$ cat config.mk
export PLATFORM = sky130hd
export DESIGN_NAME = uart_top
export DESIGN_NICKNAME = d
export VERILOG_FILES = /design/src/uart_pkg.sv /design/src/uart_tx.sv /design/src/uart_rx.sv /design/src/uart_apb_regs.sv /design/src/uart_top.sv
export SDC_FILE = /design/constraint.sdc
export NUM_CORES = 1
export LEC_CHECK = 0
export ABC_AREA = 1
export ABC_CLOCK_PERIOD_IN_PS = 1800
export BUFFER_PORTS_ARGS = -buffer_cell sky130_fd_sc_hd__buf_4
export CAP_MARGIN = 20
export CORE_MARGIN = 3
export CORE_UTILIZATION = 46
export CTS_CLUSTER_DIAMETER = 120
export DETAILED_ROUTE_END_ITERATION = 16
export PLACE_DENSITY = 0.79
export RECOVER_POWER = 50
export SYNTH_ARGS = -nofsm -noshare
export SYNTH_HDL_FRONTEND = slang
export SYNTH_SLANG_ARGS = --single-unit
$ cat constraint.sdc
create_clock -name clk_i -period 1.8 [get_ports clk_i]
set_input_delay 0.18 -clock clk_i [delete_from_list [all_inputs] [get_ports clk_i]]
set_output_delay 0.18 -clock clk_i [all_outputs]
set_load 0.05 [all_outputs]
$ cat src/uart_pkg.sv
/* shared constants and types for the 8N1 serial port; the baud divisor is fixed
   at build time, so CLK_FREQ_HZ must be an integer multiple of BAUD_RATE */
package uart_pkg;

  localparam int CLK_FREQ_HZ  = 10_000_000;
  localparam int BAUD_RATE    = 1_000_000;
  localparam int CLKS_PER_BIT = CLK_FREQ_HZ / BAUD_RATE;
  // mid-bit sampling offset
  localparam int HALF_BIT     = CLKS_PER_BIT / 2;
  localparam int BAUD_CNT_W   = $clog2(CLKS_PER_BIT);

  typedef logic [7:0]            uart_byte_t;
  typedef logic [11:0]           apb_addr_t;
  typedef logic [31:0]           apb_data_t;
  typedef logic [BAUD_CNT_W-1:0] baud_cnt_t;
  typedef logic [2:0]            bit_idx_t;

  // register map, byte addresses
  localparam apb_addr_t ADDR_TXDATA = 12'h000;
  localparam apb_addr_t ADDR_RXDATA = 12'h004;
  localparam apb_addr_t ADDR_STATUS = 12'h008;

  // status bit positions
  localparam int STAT_TX_BUSY    = 0;
  localparam int STAT_RX_VALID   = 1;
  localparam int STAT_RX_OVERRUN = 2;
  localparam int STAT_FRAME_ERR  = 3;

  typedef struct packed {
    logic      psel;
    logic      penable;
    logic      pwrite;
    apb_addr_t paddr;
    apb_data_t pwdata;
  } apb_req_t;

  typedef struct packed {
    apb_data_t prdata;
    logic      pready;
    logic      pslverr;
  } apb_rsp_t;

  typedef struct packed {
    logic       valid;
    uart_byte_t data;
  } tx_req_t;

  typedef struct packed {
    logic       valid;
    uart_byte_t data;
    logic       frame_err;
  } rx_byte_t;

  typedef enum logic [1:0] {TX_IDLE, TX_START, TX_DATA, TX_STOP} tx_state_e;
  typedef enum logic [1:0] {RX_IDLE, RX_START, RX_DATA, RX_STOP} rx_state_e;

endpackage

$ cat src/uart_tx.sv
/* 8N1 transmitter, one frame takes 10 * CLKS_PER_BIT cycles
   a request is taken only while tx_ready_o is high, nothing is queued */
`timescale 1ns/100ps

module uart_tx (
  input  logic              clk_i,
  input  logic              reset_i,
  input  uart_pkg::tx_req_t tx_req_i,
  output logic              tx_ready_o,
  output logic              tx_o
);
  import uart_pkg::*;

  tx_state_e  state_q;
  baud_cnt_t  baud_cnt_q;
  bit_idx_t   bit_idx_q;
  uart_byte_t shift_q;
  logic       bit_done;

  assign bit_done   = (baud_cnt_q == baud_cnt_t'(CLKS_PER_BIT - 1));
  assign tx_ready_o = (state_q == TX_IDLE);

  always_ff @(posedge clk_i) begin
    if (reset_i) begin
      state_q    <= TX_IDLE;
      baud_cnt_q <= '0;
      bit_idx_q  <= '0;
      tx_o       <= 1'b1;
    end else begin
      case (state_q)
        TX_IDLE: begin
          baud_cnt_q <= '0;
          bit_idx_q  <= '0;
          if (tx_req_i.valid) begin
            // start bit goes out on the next cycle
            tx_o    <= 1'b0;
            state_q <= TX_START;
          end
        end
        TX_START: begin
          if (bit_done) begin
            baud_cnt_q <= '0;
            tx_o       <= shift_q[0];
            state_q    <= TX_DATA;
          end else begin
            baud_cnt_q <= baud_cnt_q + 1'b1;
          end
        end
        TX_DATA: begin
          if (bit_done) begin
            baud_cnt_q <= '0;
            if (bit_idx_q == 3'd7) begin
              tx_o    <= 1'b1;
              state_q <= TX_STOP;
            end else begin
              bit_idx_q <= bit_idx_q + 1'b1;
              tx_o      <= shift_q[0];
            end
          end else begin
            baud_cnt_q <= baud_cnt_q + 1'b1;
          end
        end
        TX_STOP: begin
          if (bit_done) begin
            baud_cnt_q <= '0;
            state_q    <= TX_IDLE;
          end else begin
            baud_cnt_q <= baud_cnt_q + 1'b1;
          end
        end
        default: state_q <= TX_IDLE;
      endcase
    end
  end

  // lsb first, next bit always sits in shift_q[0]
  always_ff @(posedge clk_i) begin
    if (state_q == TX_IDLE && tx_req_i.valid) begin
      shift_q <= tx_req_i.data;
    end else if (bit_done && (state_q == TX_START || state_q == TX_DATA)) begin
      shift_q <= shift_q >> 1;
    end
  end

endmodule

$ cat src/uart_rx.sv
/* 8N1 receiver with mid-bit sampling, cannot be stalled
   a short low glitch on rx_i is dropped, a low stop bit only flags frame_err */
`timescale 1ns/100ps

module uart_rx (
  input  logic               clk_i,
  input  logic               reset_i,
  input  logic               rx_i,
  output uart_pkg::rx_byte_t rx_byte_o
);
  import uart_pkg::*;

  logic [1:0] sync_q;
  logic       rx_prev_q;
  logic       rx_s;
  logic       fall;
  rx_state_e  state_q;
  baud_cnt_t  baud_cnt_q;
  bit_idx_t   bit_idx_q;
  uart_byte_t shift_q;
  logic       valid_q;
  logic       frame_err_q;
  logic       half_done;
  logic       bit_done;

  // two-flop synchronizer, idle line is high
  always_ff @(posedge clk_i) begin
    if (reset_i) begin
      sync_q    <= 2'b11;
      rx_prev_q <= 1'b1;
    end else begin
      sync_q    <= {sync_q[0], rx_i};
      rx_prev_q <= rx_s;
    end
  end

  assign rx_s      = sync_q[1];
  assign fall      = rx_prev_q & ~rx_s;
  assign half_done = (baud_cnt_q == baud_cnt_t'(HALF_BIT - 1));
  assign bit_done  = (baud_cnt_q == baud_cnt_t'(CLKS_PER_BIT - 1));

  always_ff @(posedge clk_i) begin
    if (reset_i) begin
      state_q     <= RX_IDLE;
      baud_cnt_q  <= '0;
      bit_idx_q   <= '0;
      valid_q     <= 1'b0;
      frame_err_q <= 1'b0;
    end else begin
      valid_q <= 1'b0;
      case (state_q)
        RX_IDLE: begin
          baud_cnt_q <= '0;
          bit_idx_q  <= '0;
          if (fall) begin
            state_q <= RX_START;
          end
        end
        RX_START: begin
          if (half_done) begin
            baud_cnt_q <= '0;
            // still low at mid start bit, otherwise a glitch
            state_q    <= rx_s ? RX_IDLE : RX_DATA;
          end else begin
            baud_cnt_q <= baud_cnt_q + 1'b1;
          end
        end
        RX_DATA: begin
          if (bit_done) begin
            baud_cnt_q <= '0;
            if (bit_idx_q == 3'd7) begin
              state_q <= RX_STOP;
            end else begin
              bit_idx_q <= bit_idx_q + 1'b1;
            end
          end else begin
            baud_cnt_q <= baud_cnt_q + 1'b1;
          end
        end
        RX_STOP: begin
          if (bit_done) begin
            baud_cnt_q  <= '0;
            valid_q     <= 1'b1;
            frame_err_q <= ~rx_s;
            state_q     <= RX_IDLE;
          end else begin
            baud_cnt_q <= baud_cnt_q + 1'b1;
          end
        end
        default: state_q <= RX_IDLE;
      endcase
    end
  end

  // lsb arrives first, shift in from the top
  always_ff @(posedge clk_i) begin
    if (state_q == RX_DATA && bit_done) begin
      shift_q <= {rx_s, shift_q[7:1]};
    end
  end

  assign rx_byte_o.valid     = valid_q;
  assign rx_byte_o.data      = shift_q;
  assign rx_byte_o.frame_err = frame_err_q;

endmodule

$ cat src/uart_apb_regs.sv
/* zero-wait-state APB slave, TXDATA 0x0 (wo), RXDATA 0x4 (ro), STATUS 0x8
   refused writes and reads answer with pslverr and leave all state unchanged */
`timescale 1ns/100ps

module uart_apb_regs (
  input  logic               clk_i,
  input  logic               reset_i,
  input  uart_pkg::apb_req_t apb_req_i,
  output uart_pkg::apb_rsp_t apb_rsp_o,
  input  logic               tx_ready_i,
  output uart_pkg::tx_req_t  tx_req_o,
  input  uart_pkg::rx_byte_t rx_byte_i
);
  import uart_pkg::*;

  logic       access;
  logic       sel_tx;
  logic       sel_rx;
  logic       sel_stat;
  logic       err;
  logic       rx_read;
  logic       stat_write;
  logic       set_overrun;
  logic       clr_overrun;
  logic       clr_frame_err;
  logic       rx_valid_q;
  logic       overrun_q;
  logic       frame_err_q;
  uart_byte_t rx_data_q;
  apb_data_t  status_val;
  apb_data_t  rdata;

  // access phase, pready is tied high
  assign access   = apb_req_i.psel & apb_req_i.penable;
  assign sel_tx   = (apb_req_i.paddr == ADDR_TXDATA);
  assign sel_rx   = (apb_req_i.paddr == ADDR_RXDATA);
  assign sel_stat = (apb_req_i.paddr == ADDR_STATUS);

  always_comb begin
    err = 1'b0;
    if (access) begin
      if (sel_tx) begin
        err = ~apb_req_i.pwrite | ~tx_ready_i;
      end else if (sel_rx) begin
        err = apb_req_i.pwrite | ~rx_valid_q;
      end else if (!sel_stat) begin
        err = 1'b1;
      end
    end
  end

  assign rx_read    = access & sel_rx & ~apb_req_i.pwrite & rx_valid_q;
  assign stat_write = access & sel_stat & apb_req_i.pwrite;

  // single-cycle pulse, only when the transmitter can take it
  assign tx_req_o.valid = access & sel_tx & apb_req_i.pwrite & tx_ready_i;
  assign tx_req_o.data  = apb_req_i.pwdata[7:0];

  // a byte read in the same cycle a new one lands is not an overrun
  assign set_overrun   = rx_byte_i.valid & rx_valid_q & ~rx_read;
  assign clr_overrun   = stat_write & apb_req_i.pwdata[STAT_RX_OVERRUN];
  assign clr_frame_err = stat_write & apb_req_i.pwdata[STAT_FRAME_ERR];

  always_ff @(posedge clk_i) begin
    if (reset_i) begin
      rx_valid_q  <= 1'b0;
      overrun_q   <= 1'b0;
      frame_err_q <= 1'b0;
    end else begin
      if (rx_byte_i.valid) begin
        rx_valid_q <= 1'b1;
      end else if (rx_read) begin
        rx_valid_q <= 1'b0;
      end
      // a new event wins over a clear in the same cycle
      overrun_q   <= (overrun_q & ~clr_overrun) | set_overrun;
      frame_err_q <= (frame_err_q & ~clr_frame_err) | (rx_byte_i.valid & rx_byte_i.frame_err);
    end
  end

  // newest byte always overwrites
  always_ff @(posedge clk_i) begin
    if (rx_byte_i.valid) begin
      rx_data_q <= rx_byte_i.data;
    end
  end

  always_comb begin
    status_val                  = '0;
    status_val[STAT_TX_BUSY]    = ~tx_ready_i;
    status_val[STAT_RX_VALID]   = rx_valid_q;
    status_val[STAT_RX_OVERRUN] = overrun_q;
    status_val[STAT_FRAME_ERR]  = frame_err_q;
  end

  // read data is zero outside a good read
  always_comb begin
    rdata = '0;
    if (access && !apb_req_i.pwrite && !err) begin
      if (sel_rx) begin
        rdata = apb_data_t'(rx_data_q);
      end else if (sel_stat) begin
        rdata = status_val;
      end
    end
  end

  assign apb_rsp_o.prdata  = rdata;
  assign apb_rsp_o.pready  = 1'b1;
  assign apb_rsp_o.pslverr = err;

endmodule

$ cat src/uart_top.sv
/* APB serial port, fixed 8N1 at BAUD_RATE from a CLK_FREQ_HZ clock
   no parity, flow control, FIFOs or interrupts */
`timescale 1ns/100ps

module uart_top (
  input  logic               clk_i,
  input  logic               reset_i,
  input  uart_pkg::apb_req_t apb_req_i,
  output uart_pkg::apb_rsp_t apb_rsp_o,
  input  logic               rx_i,
  output logic               tx_o
);
  import uart_pkg::*;

  tx_req_t  tx_req;
  logic     tx_ready;
  rx_byte_t rx_byte;

  // register block
  uart_apb_regs i_uart_apb_regs (
    .clk_i      (clk_i),
    .reset_i    (reset_i),
    .apb_req_i  (apb_req_i),
    .apb_rsp_o  (apb_rsp_o),
    .tx_ready_i (tx_ready),
    .tx_req_o   (tx_req),
    .rx_byte_i  (rx_byte)
  );

  // serial engines
  uart_tx i_uart_tx (
    .clk_i      (clk_i),
    .reset_i    (reset_i),
    .tx_req_i   (tx_req),
    .tx_ready_o (tx_ready),
    .tx_o       (tx_o)
  );

  uart_rx i_uart_rx (
    .clk_i     (clk_i),
    .reset_i   (reset_i),
    .rx_i      (rx_i),
    .rx_byte_o (rx_byte)
  );

endmodule

=== Word-level counts from Yosys, hierarchy flattened ===
Cells that the tools add are included.

* Logic and storage cells: 141
* Output and inout port bits: 35
* Bits of input ports: 50
* Register bits: 51

* Equality and inequality tests: 25
* Add/sub/neg operators: 4
* Multiplexer cells: 41
* Bitwise gates (word level): 29
* Reductions and logical operators: 25

{| class="wikitable"
|+ Operators by type and width
! operator !! count
|-
| $mux 32 || 2
|-
| $mux 2 || 11
|-
| $ne 2x1->1 const B || 10
|-
| $and 1x1->1 || 17
|-
| $mux 4 || 4
|-
| $mux 8 || 2
|-
| $pmux 2 s4 || 2
|-
| $eq 12x3->1 const B || 1
|-
| $eq 12x4->1 const B || 1
|-
| $logic_not 12->1 || 1
|-
| $mux 3 || 4
|-
| $pmux 3 s2 || 2
|-
| $pmux 4 s3 || 1
|-
| $mux 1 || 11
|-
| $reduce_and 5->1 || 2
|-
| $add 4x1->4 const B || 2
|-
| $eq 2x2->1 const B || 4
|-
| $eq 4x4->1 const B || 2
|-
| $not 1->1 || 8
|-
| $pmux 4 s2 || 1
|-
| $reduce_bool 2->1 || 4
|-
| $add 3x1->3 const B || 2
|-
| $eq 3x3->1 const B || 2
|-
| $reduce_and 3->1 || 2
|-
| other kinds (14) || 26
|}

=== Depth between registers and ports, before layout ===
Gate-level depths: netlist of run 1.

* Word-level depth: 8
* Depth in mapped cells: 10

=== Hierarchy ===
Synthesis of run 1 repeated with hierarchy kept, for this count alone.

* Cell total of the unflattened synthesis: 326
* Area total of the unflattened synthesis: 2813.9 µm²

{| class="wikitable"
|+ Modules (own cells, without submodules)
! module !! area each (µm²) !! cells each !! instances
|-
| uart_tx || 1031.0 || 116 || 1
|-
| uart_apb_regs || 893.4 || 119 || 1
|-
| uart_rx || 889.6 || 91 || 1
|}

=== Worst setup path before layout of run 1 ===
No wires, ideal clock.

* Path kind: register -> register
* Start: register i_uart_tx.state_q[0]
* End: register i_uart_tx.shift_q[0], enable pin
* Period minus slack after synthesis: 1.755 ns
* Slack: 0.045 ns
* Buffers on the path: 0
* Stages on the path, launching flop included: 5
* Arrival time: 1.371 ns
* Setup time: 0.384 ns
* Cell sequence: dfxtp_1 -> inv_1 -> ha_1 -> inv_1 -> o21ai_0

* Word-level cells in the longest chain between the ends: 4

{| class="wikitable"
|+ Ends and longest elaborated chain
! what !! line !! text
|-
| from (decl) || uart_tx.sv:14 || <nowiki>tx_state_e state_q;</nowiki>
|-
| from (signal assigned) || uart_tx.sv:25 || <nowiki>state_q <= TX_IDLE;</nowiki>
|-
| from (signal assigned) || uart_tx.sv:37 || <nowiki>state_q <= TX_START;</nowiki>
|-
| from (signal assigned) || uart_tx.sv:44 || <nowiki>state_q <= TX_DATA;</nowiki>
|-
| $eq 2x1->1 (tied with other cells) || uart_tx.sv:80 || <nowiki>end else if (bit_done && (state_q == TX_START || state_q == TX_DATA)) begin</nowiki>
|-
| $logic_or 1x1->1 or $and 1x1->1 (tied branches) || uart_tx.sv:80, uart_apb_regs.sv:56 ||
|-
| $logic_and 1x1->1, on equally long branches || uart_tx.sv:80, uart_tx.sv:78 ||
|-
| $reduce_bool 2->1 (no source line) * || -- ||
|-
| to (signal assigned) || uart_tx.sv:79 || <nowiki>shift_q <= tx_req_i.data;</nowiki>
|-
| to (signal assigned) || uart_tx.sv:81 || <nowiki>shift_q <= shift_q >> 1;</nowiki>
|-
| to (decl) || uart_tx.sv:17 || <nowiki>uart_byte_t shift_q;</nowiki>
|}

Every way passes the cells marked *; elsewhere a longest branch is shown, timed or not.
A chain may end at the register's enable or synchronous reset.

==> run summary, run 1 <==
## Detailed routing
• count of vias placed by the detailed router: 1918
• DR WL/cell: 10.3 microns
• number of antenna-violating nets in the routed design: 0
• Residual DRC: 0
• starting DRC count in detailed routing: 101
• final wirelength: 4.25 mm
• Avg Vias per Cell: 4.66
• iteration count of the initial detailed-routing pass: 4

## GRT
• via count of the first global-routing pass: 1802
• wire length of the first global-routing pass: 7.25 mm
• initial antenna violation count: 0
• GRT Total Usage: 14.1%
• largest net degree at the start of global routing: 19
• Remaining Overflow, GRT: 0

## Worst hold path
• path category of the worst min-delay check: primary input to register
• number of stages on the worst hold path: 2
• worst min-delay path startpoint: rx_i

## STA
• remaining max-slew budget at the tightest pin: 56.2%
• final setup TNS: 0 ns
• worst clock skew: 0.00703 ns
• crit path time final: 1.71 ns
• final-report hold violation count: 0
• period utilisation layout: 95.0%
• worst hold-check slack: 0.0498 ns
• unrepaired setup endpoints after global routing: false
• actual transition at the worst max-transition pin: 0.658 ns
• achievable frequency: 0.585 GHz
• number of pins with negative max-slew slack in the final report: 0
• Final Setup Violations: 0

## Worst setup path
• biggest fanout along the worst timing path: 5
• launch point of the worst path: i_uart_tx.state_q[1]$_SDFFE_PP0P_
• largest incremental delay on the critical path: 0.37 ns
• sum of buffers and inverters on the critical path: 2
• critical register-to-register path startpoint: i_uart_tx.state_q[1]$_SDFFE_PP0P_
• cell family with most CP delay: flip-flops
• data required time at the worst endpoint: 1.62 ns
• CP max stage cell: dfxtp_1
• arrival time at the worst endpoint: 1.53 ns
• startpoint type of the worst setup path: register
• worst-path cell chain: inv_1 -> ha_2 -> nand3_1 -> nor2_1 -> nor3_2 -> buf_6
• number of cell instances on the worst register-to-register path: 8
• path length in cells of the critical path: 6
• type of the worst setup path: register to primary output
• CP endpoint kind: primary output

## Floorplanning
• die height: 81.2 microns
• chip width: 81.2 microns
• Core Area: 5300 sq um
• Die Footprint: 6600 sq um
• num ports: 85
• initial core utilization: 49.1%
• num rows: 26

## Synth
• top post-synthesis cells by area: edfxtp_1 28%, dfxtp_1 21%, buf_4 7.5%
• dominant register cell in the synthesized netlist: dfxtp_1
• top-area cell type share of the netlist area: 27.7%
• area leader, netlist: edfxtp_1
• Synth Instances: 302
• average cell area after synthesis: 8.62 sq um
• number of flip-flops and latches in the synthesized netlist: 51
• area of the mapped netlist: 2600 sq um
• Ys Warns: 0
• post-synthesis cell type count: 30
• register area share after synthesis: 48.4%
• most used standard cell by instance count after synthesis: nand2_1
• synth cell count leaders: 50 x nand2_1, 36 x inv_1, 36 x nor2_1
• post-synthesis async set-or-reset flop share: 0%
• EDFF count, synth: 24

## Clock network
• CTS Sinks: 51
• post-CTS repair timing setup buffer count: 0
• cts bufs inserted: 5
• CTS tree: built
• Clk Tree Root Cell: clkbuf_8
• worst-skew pair later-pin latency: 0.31 ns
• clock-pin transition on the worst setup and hold timing paths: 0.09 ns
• H-Tree Level Count: 2
• number of buffers inserted for hold repair after clock tree synthesis: 0
• buffer levels on the longest clock path: 2

## Cells and area
• # fillers: 486
• relative area change from synthesis to final layout: 13.6%
• net count of the finished layout: 405
• layout cell share with drive strength beyond 1: 19.6%
• area of all placed cells without fillers: 2960 sq um
• post-layout utilization of the core: 55.8%
• number of inserted diodes: 0

## Outcome
• run status: completed

## Placed design
• post-place instance area: 2850 sq um
• total of buffers placed on input and output ports: 35
• HPWL after detailed placement: 3.29 mm
• GP Congestion: 0.782

## Power and ir drop
• overall power of the completed layout: 2.58 mW
• Power Dens Cells: 871 nW/um^2
• Peak supply drop: 0.000389 V
• standby leakage power: 1.31 nW

## Flow run
• MaxCap Viol Count: 0

[report_power, final]
group | leakage (nW) | internal [mW] | switching, mW
clock network | 0.0491 | 0.286 | 0.391
logic | 0.830 | 0.178 | 0.420
registers | 0.428 | 1.25 | 0.0457
total | 1.31 | 1.72 | 0.857
[cells in the final DEF, fill, tap and decap left out, drive strengths merged]
cell and n:
clkbuf 8, ha 14, nand4 4, xor2 2, o211ai 1, o211a 1, nor4 1, clkinv 2
a21oi 15, nand3 20, buf 35, nor3 8, dfxtp 27, nand2 56, xnor2 1, inv 40
nor2 39, or2 4, conb 25, edfxtp 24, o21ai 15
[state kept, by name, indices dropped and copies added, names as in the netlist, named ones only]
signal and flops:
i_uart_apb_regs.frame_err_q 1, i_uart_apb_regs.overrun_q 1, i_uart_tx.state_q 2, i_uart_rx.frame_err_q 1, i_uart_rx.rx_prev_q 1, i_uart_rx.valid_q 1
i_uart_apb_regs.rx_data_q 8, i_uart_apb_regs.rx_valid_q 1, i_uart_tx.baud_cnt_q 4, i_uart_tx.tx_o 1, i_uart_tx.bit_idx_q 3, i_uart_rx.shift_q 8
i_uart_rx.bit_idx_q 3, i_uart_rx.sync_q 2, i_uart_tx.shift_q 8, i_uart_rx.baud_cnt_q 4, i_uart_rx.state_q 1
[worst paths after layout]
check                                       to  slack (ns)
min reg2reg     i_uart_rx.sync_q[1]$_SDFF_PP1_        0.42
max reg2reg  i_uart_tx.state_q[0]$_SDFFE_PP0P_        0.19
min             i_uart_rx.sync_q[0]$_SDFF_PP1_        0.05
max                               apb_rsp_o[0]        0.09
[cell type report]
class / count / area [sq um] / area share, %
tap: 70 / 87.6 / 2.96
inverter: 39 / 148 / 4.99
clock buffer: 5 / 68.8 / 2.33
timing repair buffer: 38 / 285 / 9.64
multi-input combinational: 206 / 1080 / 36.5
sequential: 51 / 1260 / 42.7
clock inverter: 3 / 26.3 / 0.888
[logic make-up (layout without fill, tap and decap cells)]
logic type / count (synthesis) / after routing / share of synthesized area [%]
compound gates: 32 / 32 / 6.58
xor+xnor: 3 / 3 / 1.01
fa+ha+maj: 14 / 14 / 6.73
buf+inv: 68 / 85 / 13.7
flops: 51 / 51 / 48.4
other cells: 2 / 25 / 0.288
simple gates: 132 / 132 / 23.3
[through the flow]
stage	cells	setup slack, ns
CTS	412	0.00830
global placement	404	0.239
global route	412	0.0116
floorplan	325	0.0451
detailed placement	404	0.191
finish	412	0.0900
[routing by layer]
metal  part of all wire [%]  routed length, microns  global-route usage (%)
met1                     44                    1870                    15.8
met2                     46                    1970                    25.5
met3                    7.7                     326                    3.66
met4                    1.9                      80                    5.74
met5                      0                       0                       0
[worst register-to-register path, stage by stage (launching register included)]
cell     delay [ns]
dfxtp_1        0.37
inv_1          0.11
ha_1           0.25
or2_2          0.32
a21oi_2        0.22
nand3_2        0.11
nand2_1        0.07
inv_1          0.03
nor2_1         0.08
[what timing repair did]
item,4_1_cts,5_1_grt
gates cloned,0,0
endpoints found under the setup margin,2,2
resized for setup,1,5
hold endpoints to repair,0,0
pin swaps,0,0
(Power assumes the default switching activity.)
==> run 2: changes to the inputs <==
- CORE_UTILIZATION: 46 -> 47
- CTS_BUF_LIST: unset -> sky130_fd_sc_hd__clkbuf_8
- PLACE_DENSITY: 0.79 -> 0.81
==> run summary, run 2 (synthesis gave the netlist of run 1 again) <==
## Detailed routing
• number of antenna-violating nets in the routed design: 0
• amount of wire on met2 after detailed routing: 1.97 mm
• final wirelength: 4.16 mm
• Post-Route M1 WL: 1.84 mm
• highest routed layer: met4
• Residual DRC: 0
• count of vias placed by the detailed router: 1896
• DR WL/cell: 10.1 microns
• iteration count of the initial detailed-routing pass: 4
• starting DRC count in detailed routing: 92
• Avg Vias per Cell: 4.60
• routed wire length on met3: 320 microns

## Worst setup path
• type of the worst setup path: register to primary output
• sum of buffers and inverters on the critical path: 3
• largest incremental delay on the critical path: 0.35 ns
• arrival time at the worst endpoint: 1.54 ns
• biggest fanout along the worst timing path: 5
• startpoint type of the worst setup path: register
• CP endpoint kind: primary output
• cell family with most CP delay: flip-flops
• CP max stage cell: dfxtp_2
• data required time at the worst endpoint: 1.62 ns
• worst-path cell chain: inv_1 -> ha_2 -> o21ai_0 -> inv_1 -> nor2_1 -> buf_6
• cell occurring most often along the worst timing path: inv_1

## Cells and area
• post-layout utilization of the core: 56.5%
• most common cell after layout, fill and taps aside: nand2_1
• top flop regs: i_uart_apb_regs.rx_data_q x8, i_uart_rx.shift_q x8, i_uart_tx.shift_q x8
• commonest cells after routing, fill and taps aside: 50 x nand2_1, 36 x inv_1, 36 x nor2_1
• net count of the finished layout: 405
• layout cell share with drive strength beyond 1: 19.9%
• relative area change from synthesis to final layout: 13.6%
• count of non-filler cells in the finished layout: 412
• number of inserted diodes: 0
• area of all placed cells without fillers: 2960 sq um

## Floorplanning
• Die Footprint: 6470 sq um
• Core Area: 5240 sq um
• num ports: 85
• chip width: 80.4 microns
• num rows: 26
• die height: 80.4 microns
• initial core utilization: 49.7%

## Placed design
• GP Congestion: 0.810
• post-place instance area: 2850 sq um
• number of placed instances, taps included: 404
• total of buffers placed on input and output ports: 35
• HPWL after detailed placement: 3.22 mm

## GRT
• via count of the first global-routing pass: 1721
• Remaining Overflow, GRT: 0
• wire length of the first global-routing pass: 7.19 mm
• initial antenna violation count: 0
• largest net degree at the start of global routing: 19
• GRT Total Usage: 14.0%

## STA
• remaining max-slew budget at the tightest pin: 58.2%
• final setup TNS: 0 ns
• period utilisation layout: 95.4%
• unrepaired setup endpoints after global routing: true
• actual transition at the worst max-transition pin: 0.627 ns
• number of pins with negative max-slew slack in the final report: 0
• worst hold-check slack: 0.0537 ns
• Final Setup Violations: 0
• worst clock skew: 0.00394 ns
• final-report hold violation count: 0
• crit path time final: 1.72 ns
• achievable frequency: 0.582 GHz

## Clock network
• post-cts resize count: 1
• buffer levels on the longest clock path: 2
• Clk Tree Root Cell: clkbuf_8
• post-CTS repair timing setup buffer count: 0
• number of buffers inserted for hold repair after clock tree synthesis: 0
• CTS Sinks: 51
• worst-skew pair later-pin latency: 0.30 ns
• CTS tree: built
• H-Tree Level Count: 2
• clock-pin transition on the worst setup and hold timing paths: 0.09 ns
• cts bufs inserted: 5

## Power and ir drop
• Peak supply drop: 0.000412 V
• Power Dens Cells: 868 nW/um^2
• standby leakage power: 1.31 nW

## Worst hold path
• path category of the worst min-delay check: primary input to register

## Flow run
• MaxCap Viol Count: 0

## Outcome
• run status: completed

run 2: cell types whose count changed in the layout (fill, tap and decap cells not counted):
cell	change
clkinv_4	+1
dfxtp_1	-1
buf_6	-1
o21ai_1	-1
dfxtp_2	+1
inv_8	+1
o21ai_0	+1
inv_6	-2
buf_4	+1
run 2: final timing paths:
path / from / to / slack [ns] / cells after the start
max: i_uart_tx.state_q[0]$_SDFFE_PP0P_ / apb_rsp_o[2] / 0.08 / 6
min: rx_i / i_uart_rx.sync_q[0]$_SDFF_PP1_ / 0.05 / 2
max reg2reg: i_uart_tx.state_q[0]$_SDFFE_PP0P_ / i_uart_tx.bit_idx_q[0]$_SDFFE_PP0P_ / 0.17 / 8
min reg2reg: i_uart_rx.sync_q[0]$_SDFF_PP1_ / i_uart_rx.sync_q[1]$_SDFF_PP1_ / 0.42 / 1
run 2: worst reg2reg max path, cell delays in order (launching register included):
cell,delay [ns]
dfxtp_2,0.34
inv_1,0.13
ha_1,0.38
nor2_1,0.10
a21oi_1,0.12
nand2_1,0.10
inv_1,0.12
o21ai_0,0.12
o211a_1,0.13
run 2: layout make-up:
type | instances | area (sq um)
Clock buffer | 5 | 68.8
Clock inverter | 3 | 28.8
Fill cell | 495 | 2280
Inverter | 39 | 148
Multi-Input combinational cell | 206 | 1080
Sequential cell | 51 | 1260
Tap cell | 70 | 87.6
Timing Repair Buffer | 38 | 282
run 2: routing by layer:
metal	global-route usage (%)	vias to the layer above
met1	16.9	828
met3	3.70	4
met5	0	-
met4	3.55	0
li1	-	999
met2	24.5	65
run 2: report_power, final:
| part | total, mW | internal [mW] | switching (mW) |
|---|---|---|---|
| Combinational | 0.590 | 0.176 | 0.413 |
| Sequential | 1.30 | 1.25 | 0.0465 |
| Clock | 0.676 | 0.288 | 0.388 |
run 2: metrics by stage:
step	power [mW]	worst slack [ns]
floorplan	1.83	0.0451
global placement	1.89	0.251
detailed placement	1.91	0.189
CTS	2.60	0.0208
global route	2.73	-0.0277
finish	2.57	0.0831
==> run 3: changes to the inputs <==
==> constraint.sdc (replaced) <==
create_clock -name clk_i -period 1.8 [get_ports clk_i]
set_input_delay 0.18 -clock clk_i [delete_from_list [all_inputs] [get_ports clk_i]]
set_output_delay 0.18 -clock clk_i [all_outputs]
set_load 0.02 [all_outputs]
==> run summary, run 3 (synthesis gave the netlist of run 1 again) <==
## Cells and area
• count of non-filler cells in the finished layout: 412
• top flop regs: i_uart_apb_regs.rx_data_q x8, i_uart_rx.shift_q x8, i_uart_tx.shift_q x8
• layout cell share with drive strength beyond 1: 19.9%
• total area of multi-input combinational cells: 1090 sq um
• # fillers: 481
• relative area change from synthesis to final layout: 13.6%
• most common cell after layout, fill and taps aside: nand2_1
• number of inserted diodes: 0
• sequential standard cell area: 1260 sq um
• area of all placed cells without fillers: 2960 sq um
• net count of the finished layout: 405
• commonest cells after routing, fill and taps aside: 50 x nand2_1, 36 x inv_1, 36 x nor2_1

## Floorplanning
• Core Area: 5240 sq um
• initial core utilization: 49.7%
• chip width: 80.4 microns
• die height: 80.4 microns
• num ports: 85
• num rows: 26
• Die Footprint: 6470 sq um

## Worst setup path
• number of cell instances on the worst register-to-register path: 8
• sum of buffers and inverters on the critical path: 2
• launch point of the worst path: i_uart_tx.state_q[0]$_SDFFE_PP0P_
• path length in cells of the critical path: 6
• biggest fanout along the worst timing path: 5
• data required time at the worst endpoint: 1.62 ns
• cell family with most CP delay: flip-flops
• slack of the worst reg-to-reg path: 0.15 ns
• arrival time at the worst endpoint: 1.48 ns
• type of the worst setup path: register to primary output
• startpoint type of the worst setup path: register
• largest incremental delay on the critical path: 0.34 ns
• worst-path cell chain: inv_1 -> ha_4 -> nand3_1 -> nor2_1 -> nor3_2 -> buf_4
• CP endpoint kind: primary output
• CP max stage cell: dfxtp_2
• endpoint of the worst-slack reg-to-reg timing path: i_uart_tx.bit_idx_q[0]$_SDFFE_PP0P_
• critical register-to-register path startpoint: i_uart_tx.state_q[0]$_SDFFE_PP0P_

## Worst hold path
• worst min-delay path startpoint: rx_i
• path category of the worst min-delay check: primary input to register
• number of stages on the worst hold path: 2
• sink of the worst hold path: i_uart_rx.sync_q[0]$_SDFF_PP1_

## STA
• number of pins with negative max-slew slack in the final report: 0
• unrepaired setup endpoints after global routing: false
• achievable frequency: 0.603 GHz
• final setup TNS: 0 ns
• crit path time final: 1.66 ns
• worst hold-check slack: 0.0524 ns
• actual transition at the worst max-transition pin: 0.658 ns
• worst clock skew: 0.00876 ns
• remaining max-slew budget at the tightest pin: 56.1%
• final-report hold violation count: 0
• period utilisation layout: 92.2%
• Final Setup Violations: 0

## Flow run
• MaxCap Viol Count: 0

## Detailed routing
• Avg Vias per Cell: 4.54
• Residual DRC: 0
• iteration count of the initial detailed-routing pass: 4
• DR WL/cell: 10.1 microns
• number of antenna-violating nets in the routed design: 0
• starting DRC count in detailed routing: 90
• final wirelength: 4.15 mm
• count of vias placed by the detailed router: 1872

## Power and ir drop
• Power Dens Cells: 844 nW/um^2
• Peak supply drop: 0.000449 V
• standby leakage power: 1.31 nW
• overall power of the completed layout: 2.50 mW

## Outcome
• run status: completed

## Clock network
• buffer levels on the longest clock path: 2
• H-Tree Level Count: 2
• Clk Tree Root Cell: clkbuf_8
• cts bufs inserted: 5
• post-CTS repair timing setup buffer count: 0
• CTS tree: built
• CTS Sinks: 51
• worst-skew pair later-pin latency: 0.30 ns
• clock-pin transition on the worst setup and hold timing paths: 0.10 ns

## GRT
• met2 capacity usage during global routing: 22.8%
• GRT Total Usage: 13.5%
• initial antenna violation count: 0
• largest net degree at the start of global routing: 19
• wire length of the first global-routing pass: 6.96 mm
• via count of the first global-routing pass: 1695
• Remaining Overflow, GRT: 0
• GR Util met3: 4.37%
• GR Util met1: 16.3%
• gr busiest metal: met2

## Placed design
• total of buffers placed on input and output ports: 35
• post-place instance area: 2850 sq um
• number of placed instances, taps included: 404
• HPWL after detailed placement: 3.24 mm
• GP Congestion: 0.810

==> run 3: metal layers <==
layer | vias to the layer above | routed length (microns)
li1 | 999 | -
met1 | 818 | 1850
met2 | 51 | 1950
met3 | 4 | 316
met4 | 0 | 38
met5 | - | 0
==> run 3: what timing repair did <==
item | CTS | global route
pin swaps | 0 | 0
gates resized for setup | 1 | 5
endpoints found under the hold margin | 0 | 0
endpoints found under the setup margin | 1 | 2
gates cloned | 0 | 0
hold buffers | 0 | 0
==> run 3: how the worst max path moves through the flow <==
stage | slack, ns | end
after floorplan | 0.05 | i_uart_tx.shift_q[0]$_DFFE_PP_
after global placement | 0.28 | i_uart_tx.bit_idx_q[0]$_SDFFE_PP0P_
after detailed placement | 0.24 | i_uart_tx.bit_idx_q[0]$_SDFFE_PP0P_
after CTS | 0.07 | apb_rsp_o[0]
after global routing | 0.02 | i_uart_tx.bit_idx_q[0]$_SDFFE_PP0P_
final | 0.14 | apb_rsp_o[0]
==> run 3: power by group <==
part	internal [mW]	switching, mW	leakage (nW)
Clock	0.286	0.389	0.0491
Sequential	1.25	0.0456	0.428
Combinational	0.186	0.335	0.830
==> run 3: final cells by class <==
class / count / share of cell area (%)
tap: 70 / 2.96
clock buffer: 5 / 2.33
sequential: 51 / 42.7
timing repair buffer: 38 / 9.30
multi-input combinational: 206 / 36.8
inverter: 39 / 4.99
clock inverter: 3 / 0.888
==> run 3: worst register-to-register path, stage by stage, from the launching register on <==
cell	delay [ns]
dfxtp_2	0.34
inv_1	0.16
ha_1	0.38
nor2_1	0.11
a21oi_1	0.13
nand2_1	0.10
inv_1	0.11
o21ai_0	0.10
o211a_1	0.11
==> run 3: stage by stage <==
stage,worst slack (ns),util [%]
6_report,0.141,56.5
5_1_grt,0.0158,56.5
4_1_cts,0.0745,56.4
3_5_place_dp,0.241,54.5
3_3_place_gp,0.278,54.5
2_1_floorplan,0.0451,-
